===== src/exec_pkg.sv =====
package exec_pkg;

    localparam int xlen = 32;
    localparam int tag_w = 5;        // Reorder buffer tag
    localparam int mult_stages = 4;  // Also the multiplier latency

    // Integer ALU operations
    localparam logic [3:0] alu_add  = 4'd0;
    localparam logic [3:0] alu_sub  = 4'd1;
    localparam logic [3:0] alu_and  = 4'd2;
    localparam logic [3:0] alu_or   = 4'd3;
    localparam logic [3:0] alu_xor  = 4'd4;
    localparam logic [3:0] alu_slt  = 4'd5;
    localparam logic [3:0] alu_sltu = 4'd6;
    localparam logic [3:0] alu_sll  = 4'd7;
    localparam logic [3:0] alu_srl  = 4'd8;
    localparam logic [3:0] alu_sra  = 4'd9;

    // Operand A sources
    localparam logic [1:0] opa_rs1  = 2'd0;
    localparam logic [1:0] opa_npc  = 2'd1;
    localparam logic [1:0] opa_pc   = 2'd2;
    localparam logic [1:0] opa_zero = 2'd3;

    // Operand B sources
    localparam logic [2:0] opb_rs2   = 3'd0;
    localparam logic [2:0] opb_i_imm = 3'd1;
    localparam logic [2:0] opb_s_imm = 3'd2;
    localparam logic [2:0] opb_b_imm = 3'd3;
    localparam logic [2:0] opb_u_imm = 3'd4;
    localparam logic [2:0] opb_j_imm = 3'd5;

    // Functional unit that takes the entry
    localparam logic [1:0] fu_alu = 2'd0;
    localparam logic [1:0] fu_mem = 2'd1;
    localparam logic [1:0] fu_mul = 2'd2;

    typedef union packed {
        struct packed {
            logic [6:0] funct7;
            logic [4:0] rs2;
            logic [4:0] rs1;
            logic [2:0] funct3;
            logic [4:0] rd;
            logic [6:0] opcode;
        } r;
        struct packed {
            logic [11:0] imm;
            logic [4:0]  rs1;
            logic [2:0]  funct3;
            logic [4:0]  rd;
            logic [6:0]  opcode;
        } i;
        struct packed {
            logic [6:0] imm_hi;
            logic [4:0] rs2;
            logic [4:0] rs1;
            logic [2:0] funct3;
            logic [4:0] imm_lo;
            logic [6:0] opcode;
        } s;
        struct packed {
            logic       imm_12;
            logic [5:0] imm_10_5;
            logic [4:0] rs2;
            logic [4:0] rs1;
            logic [2:0] funct3;
            logic [3:0] imm_4_1;
            logic       imm_11;
            logic [6:0] opcode;
        } b;
    } instr_word_t;

    function automatic logic [xlen-1:0] imm_i(instr_word_t inst);
        return {{20{inst.i.imm[11]}}, inst.i.imm};
    endfunction

    function automatic logic [xlen-1:0] imm_s(instr_word_t inst);
        return {{20{inst.s.imm_hi[6]}}, inst.s.imm_hi, inst.s.imm_lo};
    endfunction

    function automatic logic [xlen-1:0] imm_b(instr_word_t inst);
        return {{20{inst.b.imm_12}}, inst.b.imm_11, inst.b.imm_10_5, inst.b.imm_4_1, 1'b0};
    endfunction

    // Upper 20 bits of the word, low 12 cleared
    function automatic logic [xlen-1:0] imm_u(instr_word_t inst);
        return {inst.i.imm, inst.i.rs1, inst.i.funct3, 12'b0};
    endfunction

    // J immediate is scattered over the I view fields
    function automatic logic [xlen-1:0] imm_j(instr_word_t inst);
        return {{12{inst.i.imm[11]}}, inst.i.rs1, inst.i.funct3, inst.i.imm[0],
                inst.i.imm[10:1], 1'b0};
    endfunction

endpackage


===== src/issue_if.sv =====
interface issue_if;
    import exec_pkg::*;

    logic              valid;
    logic [1:0]        fu;
    logic [tag_w-1:0]  tag;
    logic [xlen-1:0]   rs1_value;
    logic [xlen-1:0]   rs2_value;
    instr_word_t       inst;
    logic [xlen-1:0]   pc;
    logic [xlen-1:0]   npc;
    logic [1:0]        opa_sel;
    logic [2:0]        opb_sel;
    logic [3:0]        alu_func;
    logic              cond_branch;
    logic              uncond_branch;
    logic              rd_mem;          // Load when set, store otherwise
    logic              predict_taken;
    logic [xlen-1:0]   predict_target;

    modport source (
        output valid, fu, tag, rs1_value, rs2_value, inst, pc, npc, opa_sel, opb_sel,
               alu_func, cond_branch, uncond_branch, rd_mem, predict_taken, predict_target
    );

    modport sink (
        input valid, fu, tag, rs1_value, rs2_value, inst, pc, npc, opa_sel, opb_sel,
              alu_func, cond_branch, uncond_branch, rd_mem, predict_taken, predict_target
    );

endinterface


===== src/operand_select.sv =====
module operand_select (
    issue_if.sink                    entry,
    output logic [exec_pkg::xlen-1:0] opa,
    output logic [exec_pkg::xlen-1:0] opb
);
    import exec_pkg::*;

    // Operand A
    always_comb begin
        case (entry.opa_sel)
            opa_rs1:  opa = entry.rs1_value;
            opa_npc:  opa = entry.npc;
            opa_pc:   opa = entry.pc;
            opa_zero: opa = '0;
            default:  opa = '0;
        endcase
    end

    // Operand B, immediates decoded through the union views
    always_comb begin
        case (entry.opb_sel)
            opb_rs2:   opb = entry.rs2_value;
            opb_i_imm: opb = imm_i(entry.inst);
            opb_s_imm: opb = imm_s(entry.inst);   // Store offset
            opb_b_imm: opb = imm_b(entry.inst);   // Branch offset
            opb_u_imm: opb = imm_u(entry.inst);
            opb_j_imm: opb = imm_j(entry.inst);
            default:   opb = '0;                  // Unknown selector
        endcase
    end

endmodule


===== src/int_alu.sv =====
module int_alu (
    input  logic [exec_pkg::xlen-1:0] opa,
    input  logic [exec_pkg::xlen-1:0] opb,
    input  logic [3:0]                func,
    output logic [exec_pkg::xlen-1:0] result
);
    import exec_pkg::*;

    logic signed [xlen-1:0] signed_opa;
    logic signed [xlen-1:0] signed_opb;
    logic [4:0]             shamt;

    assign signed_opa = opa;
    assign signed_opb = opb;
    assign shamt = opb[4:0];  // Only the low five bits shift

    always_comb begin
        case (func)
            alu_add:  result = opa + opb;
            alu_sub:  result = opa - opb;
            alu_and:  result = opa & opb;
            alu_or:   result = opa | opb;
            alu_xor:  result = opa ^ opb;
            alu_slt:  result = {{(xlen-1){1'b0}}, signed_opa < signed_opb};
            alu_sltu: result = {{(xlen-1){1'b0}}, opa < opb};
            alu_sll:  result = opa << shamt;
            alu_srl:  result = opa >> shamt;
            alu_sra:  result = signed_opa >>> shamt;   // Keeps the sign bit
            default:  result = '0;
        endcase
    end

endmodule


===== src/alu_unit.sv =====
module alu_unit (
    issue_if.sink                           entry,
    output logic                            alu_valid,
    output logic [exec_pkg::tag_w-1:0]      alu_tag,
    output logic [exec_pkg::xlen-1:0]       alu_value,
    output logic                            take_branch,
    output logic                            branch_mispredict,
    output logic [exec_pkg::xlen-1:0]       target_pc
);
    import exec_pkg::*;

    logic            active;
    logic            cond;
    logic [xlen-1:0] opa;
    logic [xlen-1:0] opb;
    logic [xlen-1:0] result;

    operand_select u_operands (
        .entry (entry),
        .opa   (opa),
        .opb   (opb)
    );

    int_alu u_alu (
        .opa    (opa),
        .opb    (opb),
        .func   (entry.alu_func),
        .result (result)
    );

    assign active = entry.valid && (entry.fu == fu_alu);

    // Branch condition on the register values
    always_comb begin
        case (entry.inst.b.funct3)
            3'b000:  cond = entry.rs1_value == entry.rs2_value;                   // beq
            3'b001:  cond = entry.rs1_value != entry.rs2_value;                   // bne
            3'b100:  cond = $signed(entry.rs1_value) < $signed(entry.rs2_value);  // blt
            3'b101:  cond = $signed(entry.rs1_value) >= $signed(entry.rs2_value); // bge
            3'b110:  cond = entry.rs1_value < entry.rs2_value;                    // bltu
            3'b111:  cond = entry.rs1_value >= entry.rs2_value;                   // bgeu
            default: cond = 1'b0;
        endcase
    end

    // Taken branch uses the ALU result as its target
    assign take_branch = active && (entry.uncond_branch || (entry.cond_branch && cond));
    assign branch_mispredict = active &&
        ((entry.predict_taken != take_branch) ||
         (take_branch && (entry.predict_target != result)));
    assign target_pc = take_branch ? result : entry.npc;

    assign alu_valid = active;
    assign alu_tag = entry.tag;

    always_comb begin
        if (take_branch)
            alu_value = entry.npc;   // Link value
        else if (entry.cond_branch || entry.uncond_branch)
            alu_value = '0;
        else
            alu_value = result;
    end

endmodule


===== src/agu_unit.sv =====
module agu_unit (
    issue_if.sink                      entry,
    output logic                       load_valid,
    output logic [exec_pkg::tag_w-1:0] load_tag,
    output logic [exec_pkg::xlen-1:0]  load_addr,
    output logic [2:0]                 load_size,
    output logic                       store_valid,
    output logic [exec_pkg::tag_w-1:0] store_tag,
    output logic [exec_pkg::xlen-1:0]  store_addr
);
    import exec_pkg::*;

    logic            active;
    logic [xlen-1:0] base;
    logic [xlen-1:0] offset;
    logic [xlen-1:0] address;

    operand_select u_operands (
        .entry (entry),
        .opa   (base),
        .opb   (offset)
    );

    // Effective address is always base plus offset
    int_alu u_adder (
        .opa    (base),
        .opb    (offset),
        .func   (alu_add),
        .result (address)
    );

    assign active = entry.valid && (entry.fu == fu_mem);

    assign load_valid = active && entry.rd_mem;
    assign load_tag = entry.tag;
    assign load_addr = address;
    assign load_size = entry.inst.r.funct3;   // Byte, half or word with sign

    assign store_valid = active && !entry.rd_mem;
    assign store_tag = entry.tag;
    assign store_addr = address;

endmodule


===== src/mult_stage.sv =====
module mult_stage (
    input  logic                      clock,
    input  logic                      reset,
    input  logic                      start_in,
    input  logic [exec_pkg::xlen-1:0] product_in,
    input  logic [exec_pkg::xlen-1:0] mplier_in,
    input  logic [exec_pkg::xlen-1:0] mcand_in,
    output logic                      start_out,
    output logic [exec_pkg::xlen-1:0] product_out,
    output logic [exec_pkg::xlen-1:0] mplier_out,
    output logic [exec_pkg::xlen-1:0] mcand_out
);
    import exec_pkg::*;

    logic [xlen-1:0] partial;

    // Slice of the multiplier handled here
    assign partial = mcand_in * mplier_in[xlen/mult_stages-1:0];

    always_ff @(posedge clock) begin
        product_out <= product_in + partial;
        mplier_out  <= mplier_in >> (xlen / mult_stages);   // Next slice to the bottom
        mcand_out   <= mcand_in << (xlen / mult_stages);
    end

    always_ff @(posedge clock or posedge reset) begin
        if (reset) begin
            start_out <= 1'b0;
        end else begin
            start_out <= start_in;
        end
    end

endmodule


===== src/mult_unit.sv =====
module mult_unit (
    input  logic                       clock,
    input  logic                       reset,
    issue_if.sink                      entry,
    output logic                       mul_valid,
    output logic [exec_pkg::tag_w-1:0] mul_tag,
    output logic [exec_pkg::xlen-1:0]  mul_npc,
    output logic [exec_pkg::xlen-1:0]  mul_value
);
    import exec_pkg::*;

    logic [xlen-1:0]  mcand;
    logic [xlen-1:0]  mplier;
    logic             start    [mult_stages+1];
    logic [xlen-1:0]  product  [mult_stages+1];
    logic [xlen-1:0]  mplier_c [mult_stages];
    logic [xlen-1:0]  mcand_c  [mult_stages];
    logic [tag_w-1:0] tag_pipe [mult_stages];
    logic [xlen-1:0]  npc_pipe [mult_stages];

    operand_select u_operands (
        .entry (entry),
        .opa   (mcand),
        .opb   (mplier)
    );

    assign start[0] = entry.valid && (entry.fu == fu_mul);
    assign product[0] = '0;
    assign mplier_c[0] = mplier;
    assign mcand_c[0] = mcand;

    for (genvar i = 0; i < mult_stages; i++) begin : g_stage
        if (i < mult_stages - 1) begin : g_mid
            mult_stage u_stage (
                .clock       (clock),
                .reset       (reset),
                .start_in    (start[i]),
                .product_in  (product[i]),
                .mplier_in   (mplier_c[i]),
                .mcand_in    (mcand_c[i]),
                .start_out   (start[i+1]),
                .product_out (product[i+1]),
                .mplier_out  (mplier_c[i+1]),
                .mcand_out   (mcand_c[i+1])
            );
        end else begin : g_last
            // Shifted operands are not needed past the last slice
            mult_stage u_stage (
                .clock       (clock),
                .reset       (reset),
                .start_in    (start[i]),
                .product_in  (product[i]),
                .mplier_in   (mplier_c[i]),
                .mcand_in    (mcand_c[i]),
                .start_out   (start[i+1]),
                .product_out (product[i+1]),
                .mplier_out  (),
                .mcand_out   ()
            );
        end
    end

    // Tag and npc ride along with the done bits
    always_ff @(posedge clock) begin
        tag_pipe[0] <= entry.tag;
        npc_pipe[0] <= entry.npc;
        for (int i = 1; i < mult_stages; i++) begin
            tag_pipe[i] <= tag_pipe[i-1];
            npc_pipe[i] <= npc_pipe[i-1];
        end
    end

    assign mul_valid = start[mult_stages];
    assign mul_tag = tag_pipe[mult_stages-1];
    assign mul_npc = npc_pipe[mult_stages-1];
    assign mul_value = product[mult_stages];   // Low word of the product

endmodule


===== src/exec_stage.sv =====
module exec_stage (
    input  logic                       clock,
    input  logic                       reset,
    input  logic                       issue_valid,
    input  logic [1:0]                 issue_fu,
    input  logic [exec_pkg::tag_w-1:0] issue_tag,
    input  logic [exec_pkg::xlen-1:0]  issue_rs1_value,
    input  logic [exec_pkg::xlen-1:0]  issue_rs2_value,
    input  logic [31:0]                issue_inst,
    input  logic [exec_pkg::xlen-1:0]  issue_pc,
    input  logic [exec_pkg::xlen-1:0]  issue_npc,
    input  logic [1:0]                 issue_opa_sel,
    input  logic [2:0]                 issue_opb_sel,
    input  logic [3:0]                 issue_alu_func,
    input  logic                       issue_cond_branch,
    input  logic                       issue_uncond_branch,
    input  logic                       issue_rd_mem,
    input  logic                       issue_predict_taken,
    input  logic [exec_pkg::xlen-1:0]  issue_predict_target,
    output logic                       alu_valid,
    output logic [exec_pkg::tag_w-1:0] alu_tag,
    output logic [exec_pkg::xlen-1:0]  alu_value,
    output logic                       take_branch,
    output logic                       branch_mispredict,
    output logic [exec_pkg::xlen-1:0]  target_pc,
    output logic                       load_valid,
    output logic [exec_pkg::tag_w-1:0] load_tag,
    output logic [exec_pkg::xlen-1:0]  load_addr,
    output logic [2:0]                 load_size,
    output logic                       store_valid,
    output logic [exec_pkg::tag_w-1:0] store_tag,
    output logic [exec_pkg::xlen-1:0]  store_addr,
    output logic                       mul_valid,
    output logic [exec_pkg::tag_w-1:0] mul_tag,
    output logic [exec_pkg::xlen-1:0]  mul_npc,
    output logic [exec_pkg::xlen-1:0]  mul_value
);

    issue_if issue ();

    // Every unit sees the same entry and picks out its own fu code
    assign issue.valid          = issue_valid;
    assign issue.fu             = issue_fu;
    assign issue.tag            = issue_tag;
    assign issue.rs1_value      = issue_rs1_value;
    assign issue.rs2_value      = issue_rs2_value;
    assign issue.inst           = issue_inst;
    assign issue.pc             = issue_pc;
    assign issue.npc            = issue_npc;
    assign issue.opa_sel        = issue_opa_sel;
    assign issue.opb_sel        = issue_opb_sel;
    assign issue.alu_func       = issue_alu_func;
    assign issue.cond_branch    = issue_cond_branch;
    assign issue.uncond_branch  = issue_uncond_branch;
    assign issue.rd_mem         = issue_rd_mem;
    assign issue.predict_taken  = issue_predict_taken;
    assign issue.predict_target = issue_predict_target;

    alu_unit u_alu (
        .entry             (issue.sink),
        .alu_valid         (alu_valid),
        .alu_tag           (alu_tag),
        .alu_value         (alu_value),
        .take_branch       (take_branch),
        .branch_mispredict (branch_mispredict),
        .target_pc         (target_pc)
    );

    agu_unit u_agu (
        .entry       (issue.sink),
        .load_valid  (load_valid),
        .load_tag    (load_tag),
        .load_addr   (load_addr),
        .load_size   (load_size),
        .store_valid (store_valid),
        .store_tag   (store_tag),
        .store_addr  (store_addr)
    );

    mult_unit u_mult (
        .clock     (clock),
        .reset     (reset),
        .entry     (issue.sink),
        .mul_valid (mul_valid),
        .mul_tag   (mul_tag),
        .mul_npc   (mul_npc),
        .mul_value (mul_value)
    );

endmodule


===== config.mk =====
export PLATFORM = sky130hd
export DESIGN_NAME = exec_stage
export DESIGN_NICKNAME = d
export VERILOG_FILES = /design/src/exec_pkg.sv /design/src/issue_if.sv /design/src/operand_select.sv /design/src/int_alu.sv /design/src/alu_unit.sv /design/src/agu_unit.sv /design/src/mult_stage.sv /design/src/mult_unit.sv /design/src/exec_stage.sv
export SDC_FILE = /design/constraint.sdc
export NUM_CORES = 2
export LEC_CHECK = 0
export ABC_AREA = 1
export BUFFER_PORTS_ARGS = -buffer_cell sky130_fd_sc_hd__buf_4
export CAP_MARGIN = 30
export CORE_MARGIN = 8
export CORE_UTILIZATION = 40
export DETAILED_ROUTE_END_ITERATION = 6
export PLACE_DENSITY = 0.66
export SYNTH_ARGS = -nofsm -noshare
export SYNTH_HDL_FRONTEND = slang
export SYNTH_SLANG_ARGS = --single-unit

===== constraint.sdc =====
create_clock -name clock -period 13.7 [get_ports clock]
set_clock_uncertainty 0.15 [all_clocks]
set_input_delay 2.74 -clock clock [delete_from_list [all_inputs] [get_ports clock]]
set_output_delay 2.74 -clock clock [all_outputs]
set_load 0.02 [all_outputs]

* After elaboration in Yosys (flattened, before gate mapping) *
Memories as Yosys holds them, arrays and structs flattened.
Cells that the tools add are included.

storage, ports and cells
  memories = 2
  output and inout port bits = 221
  logic and storage cells = 90
  RAM bits = 148
  register bits after elaboration = 228
  input bits = 215

cells by class
  add/sub/neg operators = 5
  multiply operators = 4
  bitwise logic cells = 3
  mux-type cells = 7
  shift operators = 3
  equality and inequality tests = 28
  reductions and logical operators = 18
  magnitude comparators = 6

memory list
  name             words  bits a word  rd ports  clocked after memory_dff  wr ports  line             source
  u_mult.npc_pipe  4      32           4         0                         4         mult_unit.sv:19  logic [xlen-1:0] npc_pipe [mult_stages];
  u_mult.tag_pipe  4      5            4         0                         4         mult_unit.sv:18  logic [tag_w-1:0] tag_pipe [mult_stages];

operator list
  cell                                           number
  case mux 32 bit (10 select lines)              1
  case mux 32 bit (6 select lines)               1
  adder 32 bit                                   4
  less-than comparator 32 bit                    4
  case mux 32 bit (4 select lines)               1
  two-way mux 32 bit                             3
  greater-or-equal comparator 32 bit             2
  inequality test 32 bit                         2
  AND 32 bit                                     1
  == test 32 bit                                 1
  multiplier 32 x 8 -> 32 bit                    1
  OR 32 bit                                      1
  left shift 32 x 5 -> 32 bit                    1
  right shift 32 x 5 -> 32 bit                   1
  >>> shifter 32 x 5 -> 32 bit                   1
  subtractor 32 bit                              1
  bitwise XOR 32 bit                             1
  multiplier 24 x 8 -> 24 bit                    1
  == test 3 bit, second input constant           6
  == test 4 x 3 -> 1 bit, second input constant  4
  multiplier 16 x 8 -> 16 bit                    1
  logical AND 1 bit                              9
  == test 4 x 2 -> 1 bit, second input constant  2
  == test 4 bit, second input constant           2
  13 further kinds                               22

* Depth between registers and ports, before layout *
  depth in word-level cells = 8
  depth in mapped cells = 34
  depth with buffers taken out = 33

* Modules after synthesis *
A second synthesis with hierarchy kept.

second synthesis, totals
  cells, all modules = 10,981
  area, all modules = 70,211.1 µm²

modules (own cells, without submodules)
  module                                            cells an instance  seq. area each (µm²)  instances  area each (µm²)
  mult_stage (u_mult.g_stage[0].g_mid.u_stage ...)  1,330              1,626.6               2          10,104.7
  int_alu (u_alu.u_alu)                             2,091              0.0                   1          10,234.8
  mult_stage (u_mult.g_stage[3].g_last.u_stage)     1,312              1,626.6               1          10,080.9
  mult_stage (u_mult.g_stage[2].g_mid.u_stage)      1,316              1,626.6               1          10,058.4
  int_alu (u_agu.u_adder)                           2,102              0.0                   1          9,930.8
  operand_select                                    273                0.0                   3          1,249.9
  mult_unit                                         151                2,962.8               1          2,976.6
  alu_unit                                          479                0.0                   1          2,603.7
  agu_unit                                          51                 0.0                   1          366.6

* Worst setup path before layout *
No wires, ideal clock.

  kind = input to output
  from = input port issue_opb_sel[0]
  to = output port alu_value[28] (netlist bit)
  buffers on the path = 4
  stages = 24
  path slack = 4.142 ns
  data required time = 10.810 ns
  arrival = 6.668 ns
  cell sequence = inv_2 nor2_2 inv_1 o21ai_1 a21oi_4 clkbuf_1 clkbuf_1 clkbuf_1 ha_1 buf_2 nor2_1 nand3_1 o21ai_1 nand2_1 nand2_1 nand2_1 nand2_1 nand4_1 nand3_1 xor2_1 nand2_1 nand2_1 nor2_1 o21ai_0

on the way
  word-level cells in the longest chain between the ends = 6
  elaborated cells between the ends (all ways) = 18
  classes of those cells = add/sub: 2; eq/ne: 5; shift: 3; mux: 4; bitwise: 3; reduce/logical: 1

RTL lines
  item                                   line              source
  start: declaration                     exec_stage.sv:13  input logic [2:0] issue_opb_sel,
  == test 3 bit (tied with other cells)  n/a
  case mux 32 bit (6 select lines) *     n/a
  adder 32 bit *                         n/a
  named net load_addr, one bit           exec_stage.sv:28  output logic [exec_pkg::xlen-1:0] load_addr,
  case mux 32 bit (10 select lines) *    int_alu.sv:18     case (func)
  two-way mux 32 bit *                   alu_unit.sv:59    else if (entry.cond_branch || entry.uncond_branch)
  two-way mux 32 bit *                   alu_unit.sv:57    if (take_branch)
  end: declaration                       exec_stage.sv:22  output logic [exec_pkg::xlen-1:0] alu_value,

The timed path passes the listed nets; every way through them passes the cells marked *.

* Final worst setup path *
  from = input port issue_opa_sel[0]
  to = output port branch_mispredict

on the way
  word-level cells in the longest chain between the ends = 8
  elaborated cells between the ends (all ways) = 20
  classes of those cells = add/sub: 2; order compare: 2; eq/ne: 4; shift: 3; mux: 2; bitwise: 3; reduce/logical: 4

RTL lines
  item                                       line              source
  start: declaration                         exec_stage.sv:12  input logic [1:0] issue_opa_sel,
  == test 2 bit (tied with other cells)      n/a
  case mux 32 bit (4 select lines) *         n/a
  named net u_agu.base[0]                    agu_unit.sv:14    logic [xlen-1:0] base;
  subtractor 32 bit (tied with other cells)  n/a
  case mux 32 bit (10 select lines) *        int_alu.sv:18
  inequality test 32 bit *                   alu_unit.sv:50    (take_branch && (entry.predict_target != result)));
  logical AND 1 bit *                        alu_unit.sv:50
  logical OR 1 bit *                         alu_unit.sv:49    ((entry.predict_taken != take_branch) ||
  logical AND 1 bit *                        alu_unit.sv:48    assign branch_mispredict = active &&
  end: declaration                           exec_stage.sv:24  output logic branch_mispredict,

Marks and branches as above.

==> results_dict.tcl <==
set metrics [dict create \
    status "complete, but fails checks" \
    violations "DRC" \
    grt_use_total_pct 28.3 \
    crit_fanout 17 \
    end_kind "output pin" \
    synth.most_common_cell "nand2_1" \
    cp.arrival_ns 8.44 \
    drt-pass1-iter-count 7 \
    final_max_slew_viol_count 0 \
    portBuffers 428 \
    post-route-cell-area_sq_mm 0.0427 \
    rows 112 \
    rsz0062_at_grt "false" \
    cts_hold_buf 0 \
    crit_required_ns 10.81 \
    grt_max_degree 76 \
    hpwl_mm 125 \
    dieWidth_microns 321 \
    async_reset_ff_share_pct 1.06 \
    max-cap-violations 0 \
    ys_top_cells_by_area "dfxtp_1, fa_1, nand2_1" \
    hold_viol 0 \
    cts_resized 0 \
    netlist_area_sq_mm 0.0373 \
    synth_top_area_share_pct 20.0 \
    crit_path_frequent_cell "nand2_1" \
    h-tree-depth 2 \
    fin_nets 6406 \
    finalSetupViolations 0 \
    post_cts_buffers 0 \
    fin_ws_ns 2.37 \
    peakVddDrop_uv 116 \
    fin_crit_sh_pct 82.7 \
    io_pins 436 \
    core_area_sq_mm 0.0928 \
    drcViolationCount 1 \
    critical_path.slowest_cell "o21ai_0" \
    synth_commonest_cells "nand2_1, inv_1, nand3_1, nor2_1, dfxtp_1" \
    max_slew_margin_pct 27.5 \
    ys_types 66 \
    synth_area_leader_cell "dfxtp_1" \
    ys_ff_latch 376 \
    critPathMaxStageDelay_ns 0.61 \
    clkLatencyLatePin_ns 0.61 \
    syn-num-nets 6116 \
    tns_ns 0 \
    dieArea_sq_mm 0.103 \
    yosysSeqAreaShare_pct 20.3 \
    post_dp_cell_area_sq_mm 0.0413 \
    drt-vias-per-instance 5.23 \
    initial_core_util_pct 40.2 \
    totalWireLength_mm 150 \
    clock-sinks 376 \
    antenna_found_initial 7 \
    die_y_microns 321 \
    numCtsBuffers 41 \
    p_leak_uw 0.0226 \
    cts_tree "built" \
    fin_crit_ns 11.33 \
    start_kind "input port" \
    syn_area_per_cell_sq_um 7.06 \
    yosys_warnings 0 \
    hold_class "register to register" \
    ys.flop_type "dfxtp_1" \
    ant_nets 0 \
    grt_overflow_total 0 \
    clock_path_buffers 3 \
    wl_per_cell_microns 22.0 \
    grt_pass1_vias 35400 \
    synth_edf_count 0 \
    area_growth_pct 14.7 \
    drive_gt1_share_pct 11.3 \
    grt_pass1_wl_mm 221 \
    path_class "input port to output pin" \
    pre_cts_ws_ns 2.39 \
    gp_congestion 1.05 \
    worst_slew_pin_slew_ns 1.08 \
    vias 35800 \
    drt_iter0_drc 3463 \
    cts_root_buf "clkbuf_16" \
    fmax_ghz 0.0882 \
    synth_cells 5275 \
    powerDensity_mw_per_mm2 150 \
    fillers 9581 \
    clk_pin_slew_ns 0.06 \
]
state kept, by name, summed over array words and instances, names as in the netlist:
name / count
u_mult.g_stage.g_mid.u_stage.product_out: 96
u_mult.g_stage.g_last.u_stage.product_out: 32
u_mult.g_stage.g_mid.u_stage.mcand_out: 48
u_mult.g_stage.g_mid.u_stage.start_out: 3
u_mult.tag_pipe: 20
u_mult.g_stage.g_mid.u_stage.mplier_out: 48
u_mult.g_stage.g_last.u_stage.start_out: 1
u_mult.npc_pipe: 128
metal layers:
| layer | part of all wire (%) | wire [microns] | global-route usage [%] | up-vias |
|---|---|---|---|---|
| li1 | - | - | - | 16900 |
| met1 | 38 | 57300 | 33.5 | 16800 |
| met2 | 46 | 69400 | 47.5 | 1713 |
| met3 | 8.0 | 12100 | 4.81 | 392 |
| met4 | 7.8 | 11700 | 17.8 | 0 |
| met5 | 0 | 0 | 0 | - |
area by class of cell:
cell class,count,area [sq um],area share [%]
sequential,376,7550,17.7
multi-input combinational,3740,25100,58.6
clock buffer,45,1050,2.46
tap,1254,1570,3.67
antenna,5,12.5,0.0293
timing repair buffer,487,3690,8.63
clock inverter,28,352,0.823
inverter,919,3460,8.09
placed cells by master, fill, tap and decap left out, types with 6 or more instances in the layout:
master / n
nand2_1: 1395
inv_1: 904
buf_4: 481
nand3_1: 438
nor2_1: 374
dfxtp_1: 372
fa_1: 341
ha_1: 285
a21oi_1: 240
o21ai_0: 189
xor2_1: 121
xnor2_1: 50
clkbuf_16: 41
nor3_1: 36
o22ai_1: 29
nand4_1: 29
o21ai_1: 22
nor2_2: 20
o211ai_1: 13
nand3b_1: 13
o21bai_1: 12
and2_1: 11
inv_2: 10
a21o_1: 10
nor4_1: 10
nor2_4: 8
o21a_1: 8
clkinv_2: 8
nand3_2: 7
a21boi_0: 7
a31oi_1: 7
inv_6: 6
o21ai_2: 6
nand2_2: 6
final timing paths:
path	from	endpoint	slack, ns	cells past startpoint
max in group asynchronous	reset	u_mult.g_stage[1].g_mid.u_stage.start_out	11.34	2
min in group asynchronous	reset	u_mult.g_stage[2].g_mid.u_stage.start_out	1.91	2
min reg2reg	u_mult.npc_pipe[1][18]	u_mult.npc_pipe[2][18]	0.14	0
max	issue_opa_sel[0]	branch_mispredict	2.37	31
min	u_mult.npc_pipe[1][18]	u_mult.npc_pipe[2][18]	0.14	0
max reg2reg	u_mult.g_stage[0].g_mid.u_stage.mplier_out[2]	u_mult.g_stage[1].g_mid.u_stage.product_out[31]	6.74	22
report_power, final:
group / internal, uW / switching [uW] / total (uW)
clock: 662 / 493 / 1160
combinational: 1410 / 2370 / 3770
sequential: 1360 / 130 / 1490
per-stage QoR:
stage,power [uW],util [%],hold slack (ns),std cells
after global placement,5220,44.5,0.160,6770
after floorplan,4110,-,0.160,5275
after global routing,6950,46.1,0.142,6854
after detailed placement,5270,44.5,0.162,6773
after CTS,6450,46.0,0.136,6846
final,6420,46.1,0.136,6854
kinds of logic (layout without fill, tap and decap cells):
group / after synthesis / in the layout / synth area share [%]
AOI/OAI and AO/OA: 577 / 577 / 8.68
xor gates and xnor gates: 172 / 172 / 4.08
adders and majority gates: 626 / 626 / 27.9
buffers and inverters: 1159 / 1479 / 12.5
DFF: 376 / 376 / 20.3
other: 0 / 5 / 0
and+or+nand+nor: 2365 / 2365 / 26.5
worst max-delay path, delay by kind of cell:
family	cells	cell delay, ns
and+or+nand+nor	19	2.38
xor gates and xnor gates	1	0.16
AOI/OAI and AO/OA	2	1.07
buffers and inverters	7	1.14
adders and majority gates	2	0.93
Power figures use the tool's default switching activity.
